**src/mem_write_pkg.sv**
```systemverilog
package mem_write_pkg;

    typedef logic [31:0] word;

    localparam logic [1:0] AXI_BURST_INCR = 2'b01;

    // one write as seen from the core side
    typedef struct packed {
        word        addr;
        logic [3:0] len;        // beats minus one
        logic [2:0] size;
        logic [3:0] wen;        // byte strobe
    } mem_write_req;

    // master side of the AXI3 write channels
    typedef struct packed {
        logic [3:0] awid;
        word        awaddr;
        logic [3:0] awlen;
        logic [2:0] awsize;
        logic [1:0] awburst;
        logic [1:0] awlock;
        logic [3:0] awcache;
        logic [2:0] awprot;
        logic       awvalid;
        logic [3:0] wid;
        word        wdata;
        logic [3:0] wstrb;
        logic       wlast;
        logic       wvalid;
        logic       bready;
    } axi_w_req;

    // slave side of the AXI3 write channels
    typedef struct packed {
        logic       awready;
        logic       wready;
        logic       bvalid;
        logic [1:0] bresp;
        logic [3:0] bid;
    } axi_w_resp;

endpackage

```
**src/line_buffer.sv**
```systemverilog
`timescale 1ns/10ps

module line_buffer
    import mem_write_pkg::*;
#(
    parameter int LINE_WORD_NUM = 8
) (
    input  logic                             i_clk,
    input  logic                             i_rst,
    input  logic                             i_load,
    input  logic                             i_is_single,
    input  word [LINE_WORD_NUM-1:0]          i_line,
    input  word                              i_word,
    input  logic [$clog2(LINE_WORD_NUM)-1:0] i_beat,
    output word                              o_wdata
);

    word [LINE_WORD_NUM-1:0] r_line;

    always_ff @(posedge i_clk) begin
        if (i_rst) begin
            r_line <= '0;
        end else if (i_load) begin
            if (i_is_single) begin
                r_line[0] <= i_word;   // uncached store is one beat
            end else begin
                r_line <= i_line;
            end
        end
    end

    assign o_wdata = r_line[i_beat];

endmodule

```
**src/mem_write_top.sv**
```systemverilog
`timescale 1ns/10ps

module mem_write_top
    import mem_write_pkg::*;
#(
    parameter int FIFO_DEPTH    = 16,
    parameter int LINE_WORD_NUM = 8
) (
    input  logic                          i_clk,
    input  logic                          i_rst,
    input  logic                          i_dcache_we,
    input  mem_write_req                  i_dcache_req,
    input  word [LINE_WORD_NUM-1:0]       i_dcache_data,
    input  logic                          i_sram_we,
    input  mem_write_req                  i_sram_req,
    input  word                           i_sram_data,
    input  axi_w_resp                     i_axi_resp,
    output logic [$clog2(FIFO_DEPTH)-2:0] o_dcache_lock,
    output logic                          o_dcache_full,
    output logic [$clog2(FIFO_DEPTH)-2:0] o_sram_lock,
    output logic                          o_sram_full,
    output logic [$clog2(FIFO_DEPTH)-1:0] o_key,
    output logic                          o_empty,
    output logic                          o_sram_start,
    output logic                          o_sram_end,
    output logic                          o_dcache_start,
    output logic                          o_dcache_end,
    output logic                          o_write_process,
    output word                           o_write_address,
    output axi_w_req                      o_axi_req
);

    localparam int SLOTS = FIFO_DEPTH / 2;
    localparam int LW    = $clog2(SLOTS);
    localparam logic [LW:0] SRAM_LIMIT = (LW+1)'(SLOTS - 2);

    typedef struct packed {
        logic          is_sram;   // 1 = uncached
        logic [LW-1:0] slot;
    } write_key;

    typedef struct packed {
        write_key     key;
        mem_write_req req;
        word          data;
    } write_entry;

    logic                             r_sram_push;
    logic                             r_dcache_push;
    write_entry                       r_sram_entry;
    write_entry                       r_dcache_entry;
    write_entry                       head;
    logic [LW:0]                      sram_count;
    logic                             pop;
    logic                             load;
    logic [$clog2(LINE_WORD_NUM)-1:0] beat;
    word                              wdata;
    axi_w_req                         ctrl_req;

    slot_tracker #(.SLOTS(SLOTS)) u_dcache_slots (
        .i_clk       (i_clk),
        .i_rst       (i_rst),
        .i_alloc     (i_dcache_we),
        .i_free      (pop && !head.key.is_sram),
        .i_free_slot (head.key.slot),
        .o_lock      (o_dcache_lock),
        .o_full      (o_dcache_full),
        .o_count     ()
    );

    slot_tracker #(.SLOTS(SLOTS)) u_sram_slots (
        .i_clk       (i_clk),
        .i_rst       (i_rst),
        .i_alloc     (i_sram_we),
        .i_free      (pop && head.key.is_sram),
        .i_free_slot (head.key.slot),
        .o_lock      (o_sram_lock),
        .o_full      (),
        .o_count     (sram_count)
    );

    assign o_sram_full = (sram_count >= SRAM_LIMIT);   // two-slot margin

    always_ff @(posedge i_clk) begin
        if (i_rst) begin
            r_sram_push   <= 1'b0;
            r_dcache_push <= 1'b0;
        end else begin
            r_sram_push   <= i_sram_we;
            r_dcache_push <= i_dcache_we;
        end
    end

    // entries go in a cycle after the lock is taken
    always_ff @(posedge i_clk) begin
        if (i_sram_we) begin
            r_sram_entry <= '{key: '{is_sram: 1'b1, slot: o_sram_lock},
                              req: i_sram_req, data: i_sram_data};
        end
        if (i_dcache_we) begin
            r_dcache_entry <= '{key: '{is_sram: 1'b0, slot: o_dcache_lock},
                                req: i_dcache_req, data: '0};
        end
    end

    order_fifo #(
        .DEPTH   (FIFO_DEPTH),
        .entry_t (write_entry)
    ) u_order_fifo (
        .i_clk    (i_clk),
        .i_rst    (i_rst),
        .i_push_a (r_sram_push),
        .i_data_a (r_sram_entry),
        .i_push_b (r_dcache_push),
        .i_data_b (r_dcache_entry),
        .i_pop    (pop),
        .o_data   (head),
        .o_empty  (o_empty)
    );

    line_buffer #(.LINE_WORD_NUM(LINE_WORD_NUM)) u_line_buffer (
        .i_clk       (i_clk),
        .i_rst       (i_rst),
        .i_load      (load),
        .i_is_single (head.key.is_sram),
        .i_line      (i_dcache_data),
        .i_word      (head.data),
        .i_beat      (beat),
        .o_wdata     (wdata)
    );

    write_ctrl #(.LINE_WORD_NUM(LINE_WORD_NUM)) u_write_ctrl (
        .i_clk           (i_clk),
        .i_rst           (i_rst),
        .i_empty         (o_empty),
        .i_head_req      (head.req),
        .i_head_is_sram  (head.key.is_sram),
        .i_axi_resp      (i_axi_resp),
        .o_axi_req       (ctrl_req),
        .o_load          (load),
        .o_beat          (beat),
        .o_pop           (pop),
        .o_sram_start    (o_sram_start),
        .o_dcache_start  (o_dcache_start),
        .o_sram_end      (o_sram_end),
        .o_dcache_end    (o_dcache_end),
        .o_write_process (o_write_process)
    );

    always_comb begin
        o_axi_req       = ctrl_req;
        o_axi_req.wdata = wdata;
    end

    assign o_key           = head.key;   // dcache reads its line by this
    assign o_write_address = head.req.addr;

endmodule

```
**src/order_fifo.sv**
```systemverilog
`timescale 1ns/10ps

module order_fifo #(
    parameter int  DEPTH   = 16,
    parameter type entry_t = logic [31:0]
) (
    input  logic   i_clk,
    input  logic   i_rst,
    input  logic   i_push_a,
    input  entry_t i_data_a,
    input  logic   i_push_b,
    input  entry_t i_data_b,
    input  logic   i_pop,
    output entry_t o_data,
    output logic   o_empty
);

    localparam int PW = $clog2(DEPTH);

    entry_t        mem [DEPTH];
    logic [PW-1:0] r_wptr;
    logic [PW-1:0] r_rptr;
    logic [PW-1:0] wptr_b;
    logic [PW:0]   r_count;
    logic [1:0]    n_push;

    // b lands behind a when both push
    assign wptr_b = i_push_a ? PW'(r_wptr + 1'b1) : r_wptr;
    assign n_push = {1'b0, i_push_a} + {1'b0, i_push_b};

    always_ff @(posedge i_clk) begin
        if (i_push_a) begin
            mem[r_wptr] <= i_data_a;
        end
        if (i_push_b) begin
            mem[wptr_b] <= i_data_b;
        end
    end

    always_ff @(posedge i_clk) begin
        if (i_rst) begin
            r_wptr  <= '0;
            r_rptr  <= '0;
            r_count <= '0;
        end else begin
            r_wptr  <= r_wptr + PW'(n_push);
            r_count <= r_count + (PW+1)'(n_push) - (PW+1)'(i_pop);
            if (i_pop) begin
                r_rptr <= r_rptr + 1'b1;
            end
        end
    end

    assign o_data  = mem[r_rptr];   // head, no read latency
    assign o_empty = (r_count == '0);

endmodule

```
**src/slot_tracker.sv**
```systemverilog
`timescale 1ns/10ps

module slot_tracker #(
    parameter int SLOTS = 8
) (
    input  logic                     i_clk,
    input  logic                     i_rst,
    input  logic                     i_alloc,
    input  logic                     i_free,
    input  logic [$clog2(SLOTS)-1:0] i_free_slot,
    output logic [$clog2(SLOTS)-1:0] o_lock,
    output logic                     o_full,
    output logic [$clog2(SLOTS):0]   o_count
);

    localparam int SW = $clog2(SLOTS);

    logic [SLOTS-1:0] r_busy;
    logic [SW:0]      r_count;

    // lowest clear bit wins
    always_comb begin
        o_lock = '0;
        for (int i = SLOTS - 1; i >= 0; i--) begin
            if (!r_busy[i]) begin
                o_lock = SW'(i);
            end
        end
    end

    always_ff @(posedge i_clk) begin
        if (i_rst) begin
            r_busy  <= '0;
            r_count <= '0;
        end else begin
            if (i_alloc) begin
                r_busy[o_lock] <= 1'b1;
            end
            if (i_free) begin
                r_busy[i_free_slot] <= 1'b0;   // never the slot being taken
            end
            case ({i_alloc, i_free})
                2'b10:   r_count <= r_count + 1'b1;
                2'b01:   r_count <= r_count - 1'b1;
                default: r_count <= r_count;
            endcase
        end
    end

    assign o_full  = &r_busy;
    assign o_count = r_count;

endmodule

```
**src/write_ctrl.sv**
```systemverilog
`timescale 1ns/10ps

module write_ctrl
    import mem_write_pkg::*;
#(
    parameter int LINE_WORD_NUM = 8
) (
    input  logic                             i_clk,
    input  logic                             i_rst,
    input  logic                             i_empty,
    input  mem_write_req                     i_head_req,
    input  logic                             i_head_is_sram,
    input  axi_w_resp                        i_axi_resp,
    output axi_w_req                         o_axi_req,
    output logic                             o_load,
    output logic [$clog2(LINE_WORD_NUM)-1:0] o_beat,
    output logic                             o_pop,
    output logic                             o_sram_start,
    output logic                             o_dcache_start,
    output logic                             o_sram_end,
    output logic                             o_dcache_end,
    output logic                             o_write_process
);

    localparam int BW = $clog2(LINE_WORD_NUM);

    logic          r_awvalid;
    logic          r_wvalid;
    logic          r_process;
    logic [BW-1:0] r_beat;
    logic          aw_hs;
    logic          w_hs;
    logic          last_beat;

    assign aw_hs     = r_awvalid && i_axi_resp.awready;
    assign w_hs      = r_wvalid && i_axi_resp.wready;
    assign last_beat = (4'(r_beat) == i_head_req.len);

    always_ff @(posedge i_clk) begin
        if (i_rst) begin
            r_awvalid <= 1'b0;
            r_wvalid  <= 1'b0;
            r_process <= 1'b0;
            r_beat    <= '0;
        end else begin
            if (aw_hs) begin
                r_awvalid <= 1'b0;
            end else if (!r_awvalid && !r_process && !i_empty) begin
                r_awvalid <= 1'b1;   // next head, one burst at a time
            end

            if (aw_hs) begin
                r_process <= 1'b1;
                r_wvalid  <= 1'b1;
                r_beat    <= '0;
            end else begin
                if (w_hs) begin
                    r_beat <= r_beat + 1'b1;
                    if (last_beat) begin
                        r_wvalid <= 1'b0;
                    end
                end
                if (o_pop) begin
                    r_process <= 1'b0;
                end
            end
        end
    end

    assign o_load          = aw_hs;
    assign o_beat          = r_beat;
    assign o_pop           = i_axi_resp.bvalid && r_process;   // bresp ignored
    assign o_sram_start    = aw_hs && i_head_is_sram;
    assign o_dcache_start  = aw_hs && !i_head_is_sram;
    assign o_sram_end      = o_pop && i_head_is_sram;
    assign o_dcache_end    = o_pop && !i_head_is_sram;
    assign o_write_process = r_process;

    always_comb begin
        o_axi_req         = '0;   // ids, lock, cache, prot stay zero
        o_axi_req.awaddr  = i_head_req.addr;
        o_axi_req.awlen   = i_head_req.len;
        o_axi_req.awsize  = i_head_req.size;
        o_axi_req.awburst = AXI_BURST_INCR;
        o_axi_req.awvalid = r_awvalid;
        o_axi_req.wstrb   = i_head_req.wen;
        o_axi_req.wlast   = r_wvalid && last_beat;
        o_axi_req.wvalid  = r_wvalid;
        o_axi_req.bready  = 1'b1;
    end

endmodule

```
**config.mk**
```make
export PLATFORM = sky130hd
export DESIGN_NAME = mem_write_top
export DESIGN_NICKNAME = d
export VERILOG_FILES = /design/src/mem_write_pkg.sv /design/src/line_buffer.sv /design/src/mem_write_top.sv /design/src/order_fifo.sv /design/src/slot_tracker.sv /design/src/write_ctrl.sv
export SDC_FILE = /design/constraint.sdc
export NUM_CORES = 2
export LEC_CHECK = 0
export ABC_AREA = 1
export BUFFER_PORTS_ARGS = -buffer_cell sky130_fd_sc_hd__buf_2
export CAP_MARGIN = 5
export CORE_MARGIN = 5
export CORE_UTILIZATION = 25
export DETAILED_ROUTE_END_ITERATION = 6
export RECOVER_POWER = 50
export SLEW_MARGIN = 20
export SYNTH_ARGS = -nofsm -noshare
export SYNTH_HDL_FRONTEND = slang
export SYNTH_SLANG_ARGS = --single-unit
export TNS_END_PERCENT = 10
```
**constraint.sdc**
```tcl
create_clock -name i_clk -period 14.3 [get_ports i_clk]
set_input_delay 1.43 -clock i_clk [delete_from_list [all_inputs] [get_ports i_clk]]
set_output_delay 1.43 -clock i_clk [all_outputs]
set_load 0.05 [all_outputs]
```
==> out/metrics.csv <==
metric;value;unit
status;finished, violations left;
failing checks;DRC, capacitance limit, slew limit;
P_sw;3680;uW
synthesis-to-layout area growth;13.1;%
slowest cell delay on critical path;3310;ps
worst-path cell chain;clkinvlp_2 > nor3_1 > xor2_2 > inv_1 > nor2_1 > clkinvlp_2 > nor2_1 > clkinvlp_2 > nand2_4;
Core ar.;0.312;mm2
Post-Syn Instances;9410;
hold_buf cts;0;
Yosys warnings;0;
sequential area share after synthesis;0.543;
Die Width;569;um
dpl ws;8150;ps
# setup viols final;0;
DRC Markers;1;
TritonCTS clock tree;yes;
HPWL reported at the end of detailed placement;179;mm
EDFF count, synth;860;
initial antenna violation count;86;
wire per inst;24.0;um
Max Fclk;94.5;MHz
Avg Inst Size Synth;8.31;um2
post_cts resized;0;
Slew HR;-2.44;
Crit path required time;14750;ps
combinational fraction of design power;0.150;
Syn Std Cell Area;0.0782;mm2
Slew @ Worst Pin;5160;ps
PwrDens;138;mW/mm2
CTS Buf Count;186;
I/O pins;535;
Util after Layout;0.284;
Max VDD drop;87.3;uV
clk slew on worst S/H paths;60;ps
first-pass GRT wire length;459;mm
largest net degree at the start of global routing;247;
Root Buffer;clkbuf_16;
commonest cells after routing, fill and taps aside;o21ai_0 (1625), nand2_1 (1356), nor2_1 (1015);
Main synth FF type;edfxtp_1;
clk buf depth;4;
CTS H-tree lvls;4;
Post-Layout Inst Area;0.0885;mm2
Tcrit/Tclk final;0.740;
Slew Limit Fails;2075;
power share of the clock group;0.385;
vias in the first global route;64400;
Initial DRC Count;9572;
die height;569;um
layout cells sized above 1;0.0927;
CP arrival;11030;ps
CP max-delay cell;clkinvlp_2;
gr usage total;0.190;
GRT overflow;0;
CP max FO;46;
I/O Buffers;508;
leakage power;0.0308;uW
fin nets;9660;
commonest non-fill, non-tap cell in the layout;o21ai_0;
row count;205;
clk sink count;1689;
First-pass DRT Iterations;7;
post-route setup slack;3720;ps
Placer Congestion;0.848;
crit path time final;10580;ps
Detailed Route WL;326;mm
Cell variety after synth;41;
CP Capture Type;flop;
WS Path Type;flop to flop;
Die ar.;0.324;mm2
WHS;451;ps
initial core utilization;0.251;
Pint;8560;uW
Via density;5.20;
critical path's top delay family;simple AND/OR/NAND/NOR gates;
post-route ant nets;0;
CP Buf/Inv Count;4;
RSZ-0062 raised after global routing;false;
flops & latches, synth;1689;
ys async rst share;0;
clk_lat worst skew;880;ps
CP Launch Type;flop;
vias;70600;
clk_skew;70.8;ps
setup bufs post-CTS;0;
Final Hold Fails;0;
placed cell areas;0.0830;mm2
Sequential Power Share;0.465;
maxcap violations;56;
Worst Hold Class;flop to flop;
setup TNS;0;ps
Sw Ratio;0.301;
Critical Path Most Common Cell;clkinvlp_2;
[cells by family (layout without fill, tap and decap cells)]
family          Yosys count  count (layout)  share of synthesized area
buf+inv                1446            1412                     0.0772
fa+ha+maj                22              22                    0.00381
simple gates           3218            3218                      0.170
xor+xnor                  6               6                   0.000864
compound gates         3027            3027                      0.205
other cells               2              69                  0.0000961
flops                  1689            1689                      0.543
[Yosys cell counts, types with 153 or more instances]
master | count | area [um2]
o21ai_0 | 1509 | 7550
nand2_1 | 1363 | 5120
nor2_1 | 1017 | 3820
edfxtp_1 | 860 | 25800
a21oi_1 | 859 | 4300
dfxtp_1 | 829 | 16600
nand3_1 | 803 | 4020
clkbuf_1 | 601 | 2260
inv_1 | 424 | 1590
o21ai_1 | 285 | 1430
buf_2 | 202 | 1010
o221ai_1 | 153 | 1340
[sequential cells by signal, indices dropped and copies added (netlist names), 3 cells and up, named ones only]
| name | flops |
|---|---|
| u_dcache_slots.r_busy | 8 |
| u_order_fifo.mem | 1264 |
| u_order_fifo.r_wptr | 4 |
| r_dcache_entry | 46 |
| u_line_buffer.r_line | 256 |
| u_write_ctrl.o_beat | 3 |
| u_sram_slots.o_count | 4 |
| u_sram_slots.r_busy | 8 |
| r_sram_entry | 78 |
| u_order_fifo.r_rptr | 4 |
| u_order_fifo.r_count | 5 |
[layer usage]
layer,vias up,track usage,wire [um]
met5,-,0,164
met4,24,0.102,18500
met3,934,0.0396,34700
met2,4306,0.285,140000
met1,33300,0.256,133000
li1,32100,-,-
[worst reg2reg max path, delay by kind of cell, from the launching register on]
family	cells	cell delay, ps
DFF	1	580
and+or+nand+nor	4	5280
xor gates and xnor gates	1	220
buffers and inverters	4	4050
[final timing paths]
path                                                from                                     end  slack [ps]  cells after the start
setup / recovery       u_order_fifo.r_wptr[2]$_SDFF_PP0_      u_order_fifo.mem[10][64]$_DFFE_PP_        3720                      9
hold / removal    u_line_buffer.r_line[208]$_SDFFE_PP0P_  u_line_buffer.r_line[208]$_SDFFE_PP0P_         450                      2
setup reg to reg       u_order_fifo.r_wptr[2]$_SDFF_PP0_      u_order_fifo.mem[10][64]$_DFFE_PP_        3720                      9
hold reg to reg   u_line_buffer.r_line[208]$_SDFFE_PP0P_  u_line_buffer.r_line[208]$_SDFFE_PP0P_         450                      2
[through the flow]
stage / std cells / total power, uW
6_report: 13600 / 12200
5_1_grt: 13600 / 12700
4_1_cts: 13500 / 12300
3_5_place_dp: 13200 / 7610
3_3_place_gp: 13200 / 7580
2_1_floorplan: 9428 / 6960
[cell type report]
type | count | area (um2)
inverters | 458 | 1770
repair buffers | 623 | 3300
clock inverters | 79 | 637
well taps | 4140 | 5180
fillers | 33300 | 223000
multi-input cells | 6293 | 29900
clock buffers | 252 | 5130
diodes | 49 | 123
flip-flops and latches | 1689 | 42400
[power groups by stage]
stage	sequential [uW]	combinational [uW]	clock, uW
global route	5720	2000	4970
detailed placement	5770	1830	0
global placement	5770	1810	0
CTS	5670	1840	4790
finish	5690	1840	4720
floorplan	5640	1320	0
No activity file was read; power rests on OpenSTA's default activity.
